<file path="src/cnn_axi_bridge_pkg.sv">
package cnn_axi_bridge_pkg;

    //////////////////////////////
    // Client counts
    //////////////////////////////
    localparam int NUM_RD_CLIENTS = 2;     // Read lanes
    localparam int NUM_WR_CLIENTS = 2;     // Write lanes

    //////////////////////////////
    // AXI field widths
    //////////////////////////////
    localparam int AXI_ID_WTH     = 4;
    localparam int AXI_ADDR_WTH   = 32;    // Byte address
    localparam int AXI_LEN_WTH    = 8;     // Beats minus one
    localparam int AXI_DATA_WTH   = 64;
    localparam int AXI_SIZE_WTH   = 3;
    localparam int AXI_BURST_WTH  = 2;
    localparam int AXI_WSTRB_WTH  = AXI_DATA_WTH / 8;  // One strobe per byte

    // Every lane moves full 8-byte beats
    localparam int AXI_SIZE_8B    = 3;     // 2**3 bytes per beat
    localparam int AXI_BURST_INCR = 1;     // Incrementing address

    //////////////////////////////
    // Field types
    //////////////////////////////
    typedef logic [AXI_ID_WTH-1:0]    axi_id_t;
    typedef logic [AXI_ADDR_WTH-1:0]  axi_addr_t;
    typedef logic [AXI_LEN_WTH-1:0]   axi_len_t;
    typedef logic [AXI_DATA_WTH-1:0]  axi_data_t;
    typedef logic [AXI_WSTRB_WTH-1:0] axi_strb_t;
    typedef logic [AXI_SIZE_WTH-1:0]  axi_size_t;
    typedef logic [AXI_BURST_WTH-1:0] axi_burst_t;

    // Burst request from an accelerator client
    typedef struct packed {
        axi_id_t   id;
        axi_addr_t addr;
        axi_len_t  len;                    // Beats minus one
    } client_req_t;

    // One AR or AW beat
    typedef struct packed {
        axi_id_t    id;
        axi_addr_t  addr;
        axi_len_t   len;
        axi_size_t  size;
        axi_burst_t burst;
    } axi_ax_t;

    // One W beat
    typedef struct packed {
        axi_data_t data;
        axi_strb_t strb;
        logic      last;
    } axi_w_t;

    // Write lane FSM
    typedef enum logic [1:0] {
        WR_IDLE,                           // Waiting for an address handshake
        WR_DATA,                           // Streaming beats
        WR_RESP                            // Waiting on B channel
    } wr_state_t;

endpackage

</file>
<file path="src/cnn_axi_rd_bridge.sv">
module cnn_axi_rd_bridge (
    input  logic                                   clk,
    input  logic                                   rst,
    // Client request side
    input  logic [cnn_axi_bridge_pkg::NUM_RD_CLIENTS-1:0] rd_req,
    input  cnn_axi_bridge_pkg::client_req_t [cnn_axi_bridge_pkg::NUM_RD_CLIENTS-1:0]
                                                   rd_req_info,
    output logic [cnn_axi_bridge_pkg::NUM_RD_CLIENTS-1:0] rd_req_ack,
    // Client data side
    output cnn_axi_bridge_pkg::axi_data_t [cnn_axi_bridge_pkg::NUM_RD_CLIENTS-1:0]
                                                   rd_data,
    output logic [cnn_axi_bridge_pkg::NUM_RD_CLIENTS-1:0] rd_data_vld,
    input  logic [cnn_axi_bridge_pkg::NUM_RD_CLIENTS-1:0] rd_data_rdy,
    output logic [cnn_axi_bridge_pkg::NUM_RD_CLIENTS-1:0] rd_cmpl,
    // One AR channel per lane
    output cnn_axi_bridge_pkg::axi_ax_t [cnn_axi_bridge_pkg::NUM_RD_CLIENTS-1:0]
                                                   ar,
    output logic [cnn_axi_bridge_pkg::NUM_RD_CLIENTS-1:0] arvalid,
    input  logic [cnn_axi_bridge_pkg::NUM_RD_CLIENTS-1:0] arready,
    // R channels sharing one ID
    input  cnn_axi_bridge_pkg::axi_data_t [cnn_axi_bridge_pkg::NUM_RD_CLIENTS-1:0]
                                                   rdata,
    input  logic [cnn_axi_bridge_pkg::NUM_RD_CLIENTS-1:0] rvalid,
    input  logic [cnn_axi_bridge_pkg::NUM_RD_CLIENTS-1:0] rlast,
    output logic [cnn_axi_bridge_pkg::NUM_RD_CLIENTS-1:0] rready,
    input  cnn_axi_bridge_pkg::axi_id_t            rid
);

    logic [cnn_axi_bridge_pkg::NUM_RD_CLIENTS-1:0] ar_hs;      // AR handshake per lane
    logic [cnn_axi_bridge_pkg::NUM_RD_CLIENTS-1:0] r_hs;       // R beat accepted
    logic [cnn_axi_bridge_pkg::NUM_RD_CLIENTS-1:0] last_hit;   // Last beat for this lane
    logic [cnn_axi_bridge_pkg::NUM_RD_CLIENTS-1:0] cmpl_q;     // Registered completion

    //////////////////////////////
    // Per-lane forwarding
    //////////////////////////////
    for (genvar g = 0; g < cnn_axi_bridge_pkg::NUM_RD_CLIENTS; g++) begin : g_lane

        // Request held by the client until acked, so valid is just the level
        assign arvalid[g]    = rd_req[g];
        assign ar_hs[g]      = arvalid[g] & arready[g];
        assign rd_req_ack[g] = ar_hs[g];                // Zero-latency ack

        // Address beat fields
        assign ar[g].id    = rd_req_info[g].id;
        assign ar[g].addr  = rd_req_info[g].addr;
        assign ar[g].len   = rd_req_info[g].len;
        assign ar[g].size  = cnn_axi_bridge_pkg::axi_size_t'(cnn_axi_bridge_pkg::AXI_SIZE_8B);
        assign ar[g].burst =
            cnn_axi_bridge_pkg::axi_burst_t'(cnn_axi_bridge_pkg::AXI_BURST_INCR);

        // Data path straight through
        assign rd_data[g]     = rdata[g];
        assign rd_data_vld[g] = rvalid[g];
        assign rready[g]      = rd_data_rdy[g];

        // Beat only counts when the client took it
        assign r_hs[g] = rvalid[g] & rready[g];

        // Shared RID names the lane index
        assign last_hit[g] = r_hs[g] & rlast[g] &
                             (rid == cnn_axi_bridge_pkg::axi_id_t'(g));

    end

    //////////////////////////////
    // Completion pulse
    //////////////////////////////
    // One-cycle pulse after the accepted last beat
    always_ff @(posedge clk) begin
        if (rst) begin
            cmpl_q <= '0;
        end else begin
            cmpl_q <= last_hit;    // Falls again unless another last beat lands
        end
    end

    assign rd_cmpl = cmpl_q;

endmodule

</file>
<file path="src/cnn_axi_wr_channel.sv">
module cnn_axi_wr_channel (
    input  logic                            clk,
    input  logic                            rst,
    // Client request side
    input  logic                            wr_req,
    input  cnn_axi_bridge_pkg::client_req_t wr_req_info,
    output logic                            wr_req_ack,
    // Client data side
    input  cnn_axi_bridge_pkg::axi_data_t   wr_data,
    input  logic                            wr_data_vld,
    output logic                            wr_data_rdy,
    output logic                            wr_cmpl,
    // AW channel
    output cnn_axi_bridge_pkg::axi_ax_t     aw,
    output logic                            awvalid,
    input  logic                            awready,
    // W channel
    output cnn_axi_bridge_pkg::axi_w_t      w,
    output logic                            wvalid,
    input  logic                            wready,
    // B channel
    input  logic                            bvalid,
    output logic                            bready
);

    cnn_axi_bridge_pkg::wr_state_t state_q;    // Lane FSM
    cnn_axi_bridge_pkg::wr_state_t state_d;
    cnn_axi_bridge_pkg::axi_len_t  len_q;      // Captured burst length
    cnn_axi_bridge_pkg::axi_len_t  beat_cnt_q; // Beats accepted so far

    logic aw_hs;       // Address handshake
    logic w_hs;        // Data beat accepted
    logic cnt_at_len;  // Count reached the length
    logic wlast;

    //////////////////////////////
    // AW forwarding
    //////////////////////////////
    assign awvalid    = wr_req;                 // Client holds until ack
    assign aw_hs      = awvalid & awready;
    assign wr_req_ack = aw_hs;

    assign aw.id    = wr_req_info.id;
    assign aw.addr  = wr_req_info.addr;
    assign aw.len   = wr_req_info.len;
    assign aw.size  = cnn_axi_bridge_pkg::axi_size_t'(cnn_axi_bridge_pkg::AXI_SIZE_8B);
    assign aw.burst = cnn_axi_bridge_pkg::axi_burst_t'(cnn_axi_bridge_pkg::AXI_BURST_INCR);

    //////////////////////////////
    // W pass-through
    //////////////////////////////
    assign wvalid      = wr_data_vld;
    assign wr_data_rdy = wready;
    assign w_hs        = wvalid & wready;

    assign w.data = wr_data;
    assign w.strb = '1;                         // Full beats only
    assign w.last = wlast;

    // Last flag while the beat on the bus is number len+1
    assign cnt_at_len = (beat_cnt_q == len_q);
    assign wlast      = (state_q == cnn_axi_bridge_pkg::WR_DATA) & cnt_at_len;

    //////////////////////////////
    // B channel
    //////////////////////////////
    assign bready  = 1'b1;                      // Response always taken
    assign wr_cmpl = bvalid;

    //////////////////////////////
    // Lane FSM
    //////////////////////////////
    always_comb begin
        state_d = state_q;
        case (state_q)
            cnn_axi_bridge_pkg::WR_IDLE: begin
                if (aw_hs) begin
                    state_d = cnn_axi_bridge_pkg::WR_DATA;
                end
            end
            cnn_axi_bridge_pkg::WR_DATA: begin
                // Leave after the last beat is accepted
                if (w_hs && cnt_at_len) begin
                    state_d = cnn_axi_bridge_pkg::WR_RESP;
                end
            end
            cnn_axi_bridge_pkg::WR_RESP: begin
                if (bvalid) begin
                    state_d = cnn_axi_bridge_pkg::WR_IDLE;
                end
            end
            default: begin
                state_d = cnn_axi_bridge_pkg::WR_IDLE;  // Unused encoding
            end
        endcase
    end

    always_ff @(posedge clk) begin
        if (rst) begin
            state_q <= cnn_axi_bridge_pkg::WR_IDLE;
        end else begin
            state_q <= state_d;
        end
    end

    // Beat counter restarts from zero on every new burst
    always_ff @(posedge clk) begin
        if (rst) begin
            beat_cnt_q <= '0;
        end else if (state_q == cnn_axi_bridge_pkg::WR_IDLE && aw_hs) begin
            beat_cnt_q <= '0;
        end else if (state_q == cnn_axi_bridge_pkg::WR_DATA && w_hs) begin
            beat_cnt_q <= beat_cnt_q + 1'b1;    // Holds while wready low
        end
    end

    // Burst length taken on the address handshake
    always_ff @(posedge clk) begin
        if (state_q == cnn_axi_bridge_pkg::WR_IDLE && aw_hs) begin
            len_q <= wr_req_info.len;
        end
    end

endmodule

</file>
<file path="src/cnn_layer_accel_axi_bridge.sv">
module cnn_layer_accel_axi_bridge (
    input  logic clk,
    input  logic rst,

    //////////////////////////////
    // Read clients
    //////////////////////////////
    input  logic [cnn_axi_bridge_pkg::NUM_RD_CLIENTS-1:0] rd_req,
    input  cnn_axi_bridge_pkg::client_req_t [cnn_axi_bridge_pkg::NUM_RD_CLIENTS-1:0]
                 rd_req_info,
    output logic [cnn_axi_bridge_pkg::NUM_RD_CLIENTS-1:0] rd_req_ack,
    output cnn_axi_bridge_pkg::axi_data_t [cnn_axi_bridge_pkg::NUM_RD_CLIENTS-1:0]
                 rd_data,
    output logic [cnn_axi_bridge_pkg::NUM_RD_CLIENTS-1:0] rd_data_vld,
    input  logic [cnn_axi_bridge_pkg::NUM_RD_CLIENTS-1:0] rd_data_rdy,
    output logic [cnn_axi_bridge_pkg::NUM_RD_CLIENTS-1:0] rd_cmpl,

    //////////////////////////////
    // Write clients
    //////////////////////////////
    input  logic [cnn_axi_bridge_pkg::NUM_WR_CLIENTS-1:0] wr_req,
    input  cnn_axi_bridge_pkg::client_req_t [cnn_axi_bridge_pkg::NUM_WR_CLIENTS-1:0]
                 wr_req_info,
    output logic [cnn_axi_bridge_pkg::NUM_WR_CLIENTS-1:0] wr_req_ack,
    input  cnn_axi_bridge_pkg::axi_data_t [cnn_axi_bridge_pkg::NUM_WR_CLIENTS-1:0]
                 wr_data,
    input  logic [cnn_axi_bridge_pkg::NUM_WR_CLIENTS-1:0] wr_data_vld,
    output logic [cnn_axi_bridge_pkg::NUM_WR_CLIENTS-1:0] wr_data_rdy,
    output logic [cnn_axi_bridge_pkg::NUM_WR_CLIENTS-1:0] wr_cmpl,

    //////////////////////////////
    // AXI read masters
    //////////////////////////////
    output cnn_axi_bridge_pkg::axi_id_t    [cnn_axi_bridge_pkg::NUM_RD_CLIENTS-1:0] axi_arid,
    output cnn_axi_bridge_pkg::axi_addr_t  [cnn_axi_bridge_pkg::NUM_RD_CLIENTS-1:0] axi_araddr,
    output cnn_axi_bridge_pkg::axi_len_t   [cnn_axi_bridge_pkg::NUM_RD_CLIENTS-1:0] axi_arlen,
    output cnn_axi_bridge_pkg::axi_size_t  [cnn_axi_bridge_pkg::NUM_RD_CLIENTS-1:0] axi_arsize,
    output cnn_axi_bridge_pkg::axi_burst_t [cnn_axi_bridge_pkg::NUM_RD_CLIENTS-1:0] axi_arburst,
    output logic [cnn_axi_bridge_pkg::NUM_RD_CLIENTS-1:0] axi_arvalid,
    input  logic [cnn_axi_bridge_pkg::NUM_RD_CLIENTS-1:0] axi_arready,
    input  cnn_axi_bridge_pkg::axi_id_t                   axi_rid,     // Shared by all lanes
    input  cnn_axi_bridge_pkg::axi_data_t  [cnn_axi_bridge_pkg::NUM_RD_CLIENTS-1:0] axi_rdata,
    input  logic [cnn_axi_bridge_pkg::NUM_RD_CLIENTS-1:0] axi_rlast,
    input  logic [cnn_axi_bridge_pkg::NUM_RD_CLIENTS-1:0] axi_rvalid,
    output logic [cnn_axi_bridge_pkg::NUM_RD_CLIENTS-1:0] axi_rready,

    //////////////////////////////
    // AXI write masters
    //////////////////////////////
    output cnn_axi_bridge_pkg::axi_id_t    [cnn_axi_bridge_pkg::NUM_WR_CLIENTS-1:0] axi_awid,
    output cnn_axi_bridge_pkg::axi_addr_t  [cnn_axi_bridge_pkg::NUM_WR_CLIENTS-1:0] axi_awaddr,
    output cnn_axi_bridge_pkg::axi_len_t   [cnn_axi_bridge_pkg::NUM_WR_CLIENTS-1:0] axi_awlen,
    output cnn_axi_bridge_pkg::axi_size_t  [cnn_axi_bridge_pkg::NUM_WR_CLIENTS-1:0] axi_awsize,
    output cnn_axi_bridge_pkg::axi_burst_t [cnn_axi_bridge_pkg::NUM_WR_CLIENTS-1:0] axi_awburst,
    output logic [cnn_axi_bridge_pkg::NUM_WR_CLIENTS-1:0] axi_awvalid,
    input  logic [cnn_axi_bridge_pkg::NUM_WR_CLIENTS-1:0] axi_awready,
    output cnn_axi_bridge_pkg::axi_data_t  [cnn_axi_bridge_pkg::NUM_WR_CLIENTS-1:0] axi_wdata,
    output cnn_axi_bridge_pkg::axi_strb_t  [cnn_axi_bridge_pkg::NUM_WR_CLIENTS-1:0] axi_wstrb,
    output logic [cnn_axi_bridge_pkg::NUM_WR_CLIENTS-1:0] axi_wlast,
    output logic [cnn_axi_bridge_pkg::NUM_WR_CLIENTS-1:0] axi_wvalid,
    input  logic [cnn_axi_bridge_pkg::NUM_WR_CLIENTS-1:0] axi_wready,
    input  logic [cnn_axi_bridge_pkg::NUM_WR_CLIENTS-1:0] axi_bvalid,
    output logic [cnn_axi_bridge_pkg::NUM_WR_CLIENTS-1:0] axi_bready
);

    // Lane structs between the bridges and the flat AXI ports
    cnn_axi_bridge_pkg::axi_ax_t [cnn_axi_bridge_pkg::NUM_RD_CLIENTS-1:0] ar;
    cnn_axi_bridge_pkg::axi_ax_t [cnn_axi_bridge_pkg::NUM_WR_CLIENTS-1:0] aw;
    cnn_axi_bridge_pkg::axi_w_t  [cnn_axi_bridge_pkg::NUM_WR_CLIENTS-1:0] w;

    //////////////////////////////
    // Read side
    //////////////////////////////
    cnn_axi_rd_bridge u_rd_bridge (
        .clk         (clk),
        .rst         (rst),
        .rd_req      (rd_req),
        .rd_req_info (rd_req_info),
        .rd_req_ack  (rd_req_ack),
        .rd_data     (rd_data),
        .rd_data_vld (rd_data_vld),
        .rd_data_rdy (rd_data_rdy),
        .rd_cmpl     (rd_cmpl),
        .ar          (ar),
        .arvalid     (axi_arvalid),
        .arready     (axi_arready),
        .rdata       (axi_rdata),
        .rvalid      (axi_rvalid),
        .rlast       (axi_rlast),
        .rready      (axi_rready),
        .rid         (axi_rid)
    );

    // Split AR beats onto the port fields
    for (genvar g = 0; g < cnn_axi_bridge_pkg::NUM_RD_CLIENTS; g++) begin : g_rd
        assign axi_arid[g]    = ar[g].id;
        assign axi_araddr[g]  = ar[g].addr;
        assign axi_arlen[g]   = ar[g].len;
        assign axi_arsize[g]  = ar[g].size;
        assign axi_arburst[g] = ar[g].burst;
    end

    //////////////////////////////
    // Write side
    //////////////////////////////
    for (genvar g = 0; g < cnn_axi_bridge_pkg::NUM_WR_CLIENTS; g++) begin : g_wr
        cnn_axi_wr_channel u_wr_channel (
            .clk         (clk),
            .rst         (rst),
            .wr_req      (wr_req[g]),
            .wr_req_info (wr_req_info[g]),
            .wr_req_ack  (wr_req_ack[g]),
            .wr_data     (wr_data[g]),
            .wr_data_vld (wr_data_vld[g]),
            .wr_data_rdy (wr_data_rdy[g]),
            .wr_cmpl     (wr_cmpl[g]),
            .aw          (aw[g]),
            .awvalid     (axi_awvalid[g]),
            .awready     (axi_awready[g]),
            .w           (w[g]),
            .wvalid      (axi_wvalid[g]),
            .wready      (axi_wready[g]),
            .bvalid      (axi_bvalid[g]),
            .bready      (axi_bready[g])
        );

        // AW fields
        assign axi_awid[g]    = aw[g].id;
        assign axi_awaddr[g]  = aw[g].addr;
        assign axi_awlen[g]   = aw[g].len;
        assign axi_awsize[g]  = aw[g].size;
        assign axi_awburst[g] = aw[g].burst;

        // W fields
        assign axi_wdata[g] = w[g].data;
        assign axi_wstrb[g] = w[g].strb;
        assign axi_wlast[g] = w[g].last;    // From the lane beat counter
    end

endmodule

</file>
<file path="config.mk">
export PLATFORM = sky130hd
export DESIGN_NAME = cnn_layer_accel_axi_bridge
export DESIGN_NICKNAME = d
export VERILOG_FILES = /design/src/cnn_axi_bridge_pkg.sv /design/src/cnn_axi_rd_bridge.sv /design/src/cnn_axi_wr_channel.sv /design/src/cnn_layer_accel_axi_bridge.sv
export SDC_FILE = /design/constraint.sdc
export NUM_CORES = 1
export LEC_CHECK = 0
export BUFFER_PORTS_ARGS = -buffer_cell sky130_fd_sc_hd__buf_2
export CORE_AREA = 3 3 373 375
export CTS_CLUSTER_DIAMETER = 50
export DETAILED_ROUTE_END_ITERATION = 12
export DIE_AREA = 0 0 376 378
export PLACE_DENSITY_LB_ADDON = 0.15
export SLEW_MARGIN = 20
export SYNTH_ARGS = -nofsm -noshare
export SYNTH_HDL_FRONTEND = slang
export SYNTH_SLANG_ARGS = --single-unit
</file>
<file path="constraint.sdc">
create_clock -name clk -period 1.95 [get_ports clk]
set_input_delay 0.4875 -clock clk [delete_from_list [all_inputs] [get_ports clk]]
set_output_delay 0.4875 -clock clk [all_outputs]
set_load 0.01 [all_outputs]
</file>
==> results.txt <==
The flow ran to the end, but the final reports show violations. The checks that failed: setup timing. The aggregate routed wire length was 58.7 mm.

Signal routing reaches up to met5. By startpoint and endpoint, the worst setup path is classified as flip-flop to output pin. The HPWL after detailed placement was 56.0 mm.

STA puts the critical path data arrival time at 1.50 ns. The clock passes through at most 2 buffers. The overall global routing resource usage is 7.75%.

Relative to the synthesized area, the layout overhead comes to -10.6%. For this run, design rule violations remaining after detail routing come to 0. Once layout is done, the placed cells without fillers occupy 4820 µm². Total power per unit cell area: 465 nW/µm². For the non-filler instance count after layout, the log shows 2072. Entering global routing, the biggest net connects 16 pins.

The element type at the critical path start is a flip-flop. The tools report the sequential fraction of the synthesis area as 17.1%. In the synthesized netlist, the cells that appear most often are buf_4 (488), dfxtp_1 (22), edfxtp_1 (16), xnor2_1 (16), a21oi_1 (14).

TritonCTS built the clock tree. The share of total power dissipated in sequential elements is 38.4%. Once detail routing completed, the nets flagged for antenna violations numbered 0. Via count: 2456. The tool flagged a number of max-cap violations equal to 0. The average instance area after synthesis was 8.36 µm². After the last flow step, the layout net total stands at 750.

The setup TNS after final layout was -0.0672 ns. The worst-case IR drop observed on VDD is 294 µV. The tools report the setup-violating endpoint count in the final report as 2.

The number of flops mapped to enable cells by yosys came out at 16. The initial antenna violation count came out at 4. In this run the clock root is driven by a clkbuf_16. The via count of the first global-routing pass is 2411. The tools report the nature of the critical path endpoint as an output pin. Critical path required time: 1.46 ns. The count of different cell masters after synthesis is 35, and the met2 wire length is 25.0 mm.

The initial utilization of the core area, before any placement, comes to 3.98%. The tightest hold path in the finished design has a slack of 0.381 ns. The flop and latch count out of synthesis is 38. Type of the most critical hold path: input port to flip-flop. The logs give 142000 µm² for the die area and 0 for the warning count from the yosys run. Net switching is 24.0% of the power.

The fraction of power consumed by the clock network is 50.6%, and the standard cell area after detailed placement is 4560 µm². Counting the fill cells in the layout gives 16100. The clock arrives with 0.00867 ns of skew. The mean routed wirelength per cell was 28.3 µm; the part of the cycle the worst path needs was 102%.

The number of placed instances with taps included was 2061; the post-layout minimum cycle time was 1.99 ns. The share of synthesized area in the top cell type comes to 67.9%. The number of hold buffers added after CTS was 0. The first global-routing pass estimated 62.7 mm of wire. The tools report the worst-case setup margin in the final layout as -0.0402 ns. The H-tree generated during clock tree synthesis spans 2 levels.

The die is 378 µm tall. The cell depth of the worst hold path works out to 1. During I/O placement, the number of pins put on the boundary was 950.

In the post-synthesis netlist, the cell with the most instances is buf_4. The cell count of the worst reg-to-reg path came out at 4. TritonCTS created 5 clock buffers.

The fraction of layout instances using a drive strength above 1 came out at 38.8%. In the synthesized netlist, the number of instances is 645. Setup repair after global routing could not meet its margin everywhere. Internal power component: 0.00170 W. 0 antenna diodes ended up in the layout. Of all cell types, the one taking the most synthesized area is buf_4.

The number of vias per cell came out at 1.19. The remaining global-route overflow is 0, and the total net switching power is 0.000539 W. The final weighted congestion of routability-driven global placement is 0.803, and the maximum fanout along the worst path is 5.

The tools report the hold violation total from the final report as 0. The achievable clock frequency is 502 MHz. In this run, the combinational gates consume 10.9% of the power. The async set or reset register ratio after synthesis is 0%, and the summed instance area of the synthesized netlist is 5390 µm². For this run, the detailed router's first-pass iteration total came to 4.

The total area inside the core boundary comes to 136000 µm². The count of buffers inserted at the top-level ports works out to 79. The later pin in the worst-skew pair is clocked with a latency of 0.30 ns. The DRC violation total after the first TritonRoute iteration came out at 87. After clock tree synthesis, the clock-pin slew on the worst setup and hold paths is 0.06 ns.

In the synthesized netlist the dominant register cell turns out to be dfxtp_1. The total count of max-transition violations in the final report is 0. The die is 376 µm wide. The tools report the placement row count as 135. In the final routing, the length of wire on met1 measures 5.75 mm. The analysis attributes to cell leakage a power of 1.16 nW. For this design, the sink count on the clock tree is 38. Detailed routing placed a total of 25.7 mm of wire on met3. After synthesis, the cell types taking the most area are buf_4 (68%), edfxtp_1 (8.9%), dfxtp_1 (8.2%), xnor2_1 (2.6%), a21oi_1 (1.3%).
-- kinds of logic after synthesis --
| group | share of synthesized area, % |
|---|---|
| XOR/XNOR | 2.92 |
| flip-flops | 17.1 |
| AO/OA/AOI/OAI | 3.39 |
| buffers and inverters | 68.7 |
| other | 0.139 |
| multiplexers | 0.371 |
| AND/OR/NAND/NOR | 6.89 |
| adder cells (fa/ha/maj) | 0.464 |
-- cells in the final DEF (no fill, tap or decap), types with 2 or more instances in the layout --
| cell | instances |
|---|---|
| conb_1 | 38 |
| nand2_1 | 5 |
| buf_4 | 16 |
| edfxtp_1 | 16 |
| mux2i_1 | 2 |
| nand3_1 | 8 |
| ha_1 | 2 |
| and2_1 | 4 |
| inv_1 | 4 |
| a21oi_1 | 14 |
| o41ai_1 | 2 |
| or4_1 | 7 |
| xnor2_1 | 13 |
| bufinv_16 | 2 |
| or3_1 | 6 |
| nor2_1 | 7 |
| dfxtp_1 | 22 |
| nand4_1 | 7 |
| buf_2 | 79 |
| clkbuf_16 | 5 |
| xor2_1 | 2 |
| nand4b_4 | 2 |
| xnor2_2 | 3 |
| o31ai_1 | 6 |
| o21ai_0 | 6 |
| nor3_1 | 2 |
-- flip-flops by register name, indices dropped and copies added (netlist names) --
signal	count
g_wr.u_wr_channel.beat_cnt_q	16
g_wr.u_wr_channel.len_q	16
g_wr.u_wr_channel.state_q	4
u_rd_bridge.rd_cmpl	2
-- repair_timing --
action | in CTS | in global routing
pin swaps | 2 | 2
gates resized for setup | 2 | 4
endpoints found under the setup margin | 2 | 2
hold endpoints to repair | 0 | 0
setup buffers | 2 | 1
gates cloned | 0 | 0
-- final cells by class --
cell class,count,area [µm²],share of cell area [%]
tap,1781,2230,46.2
multi-input combinational,146,943,19.6
clock buffer,6,139,2.88
clock inverter,2,60.1,1.25
sequential,38,921,19.1
timing repair buffer,95,515,10.7
inverter,4,15.0,0.311
-- stage by stage --
| stage | utilization (%) | power (W) | worst slack (ns) |
|---|---|---|---|
| 2_1_floorplan | - | 0.00197 | 0.371 |
| 3_3_place_gp | 3.36 | 0.00113 | 0.115 |
| 3_5_place_dp | 3.36 | 0.00113 | 0.118 |
| 4_1_cts | 3.53 | 0.00230 | -0.133 |
| 5_1_grt | 3.56 | 0.00234 | -0.150 |
| 6_report | 3.56 | 0.00224 | -0.0402 |
-- routing by layer --
layer / global-route usage, % / vias up
met5: 0.206 / -
met4: 2.67 / 2
met3: 16.1 / 106
met2: 11.7 / 614
met1: 2.07 / 916
li1: - / 818
-- worst max-delay path, stage by stage, from the launching register on --
cell and delay (ns):
dfxtp_1 0.41, xnor2_1 0.14, nand4_1 0.11, buf_4 0.17, nor4_4 0.20, buf_2 0.17
-- path summary, 6_finish.rpt --
check / slack, ns / start / endpoint
setup / recovery: -0.04 / g_wr[1].u_wr_channel.beat_cnt_q[4]$_SDFFE_PP0P_ / axi_wlast[1]
hold / removal: 0.38 / wr_req_info[6] / g_wr[0].u_wr_channel.len_q[6]$_DFFE_PP_
hold reg to reg: 0.50 / g_wr[1].u_wr_channel.beat_cnt_q[7]$_SDFFE_PP0P_ / g_wr[1].u_wr_channel.beat_cnt_q[7]$_SDFFE_PP0P_
setup reg to reg: 0.45 / g_wr[1].u_wr_channel.len_q[7]$_DFFE_PP_ / g_wr[1].u_wr_channel.state_q[0]$_SDFFE_PP0P_
-- power by group through the flow --
stage / registers (W) / clock network, W / logic [W]
3_3_place_gp: 0.000879 / 0 / 0.000252
3_5_place_dp: 0.000879 / 0 / 0.000249
2_1_floorplan: 0.000877 / 0 / 0.00109
5_1_grt: 0.000864 / 0.00120 / 0.000273
4_1_cts: 0.000861 / 0.00118 / 0.000252
6_report: 0.000862 / 0.00114 / 0.000245
No activity file was read; power rests on OpenSTA's default activity.
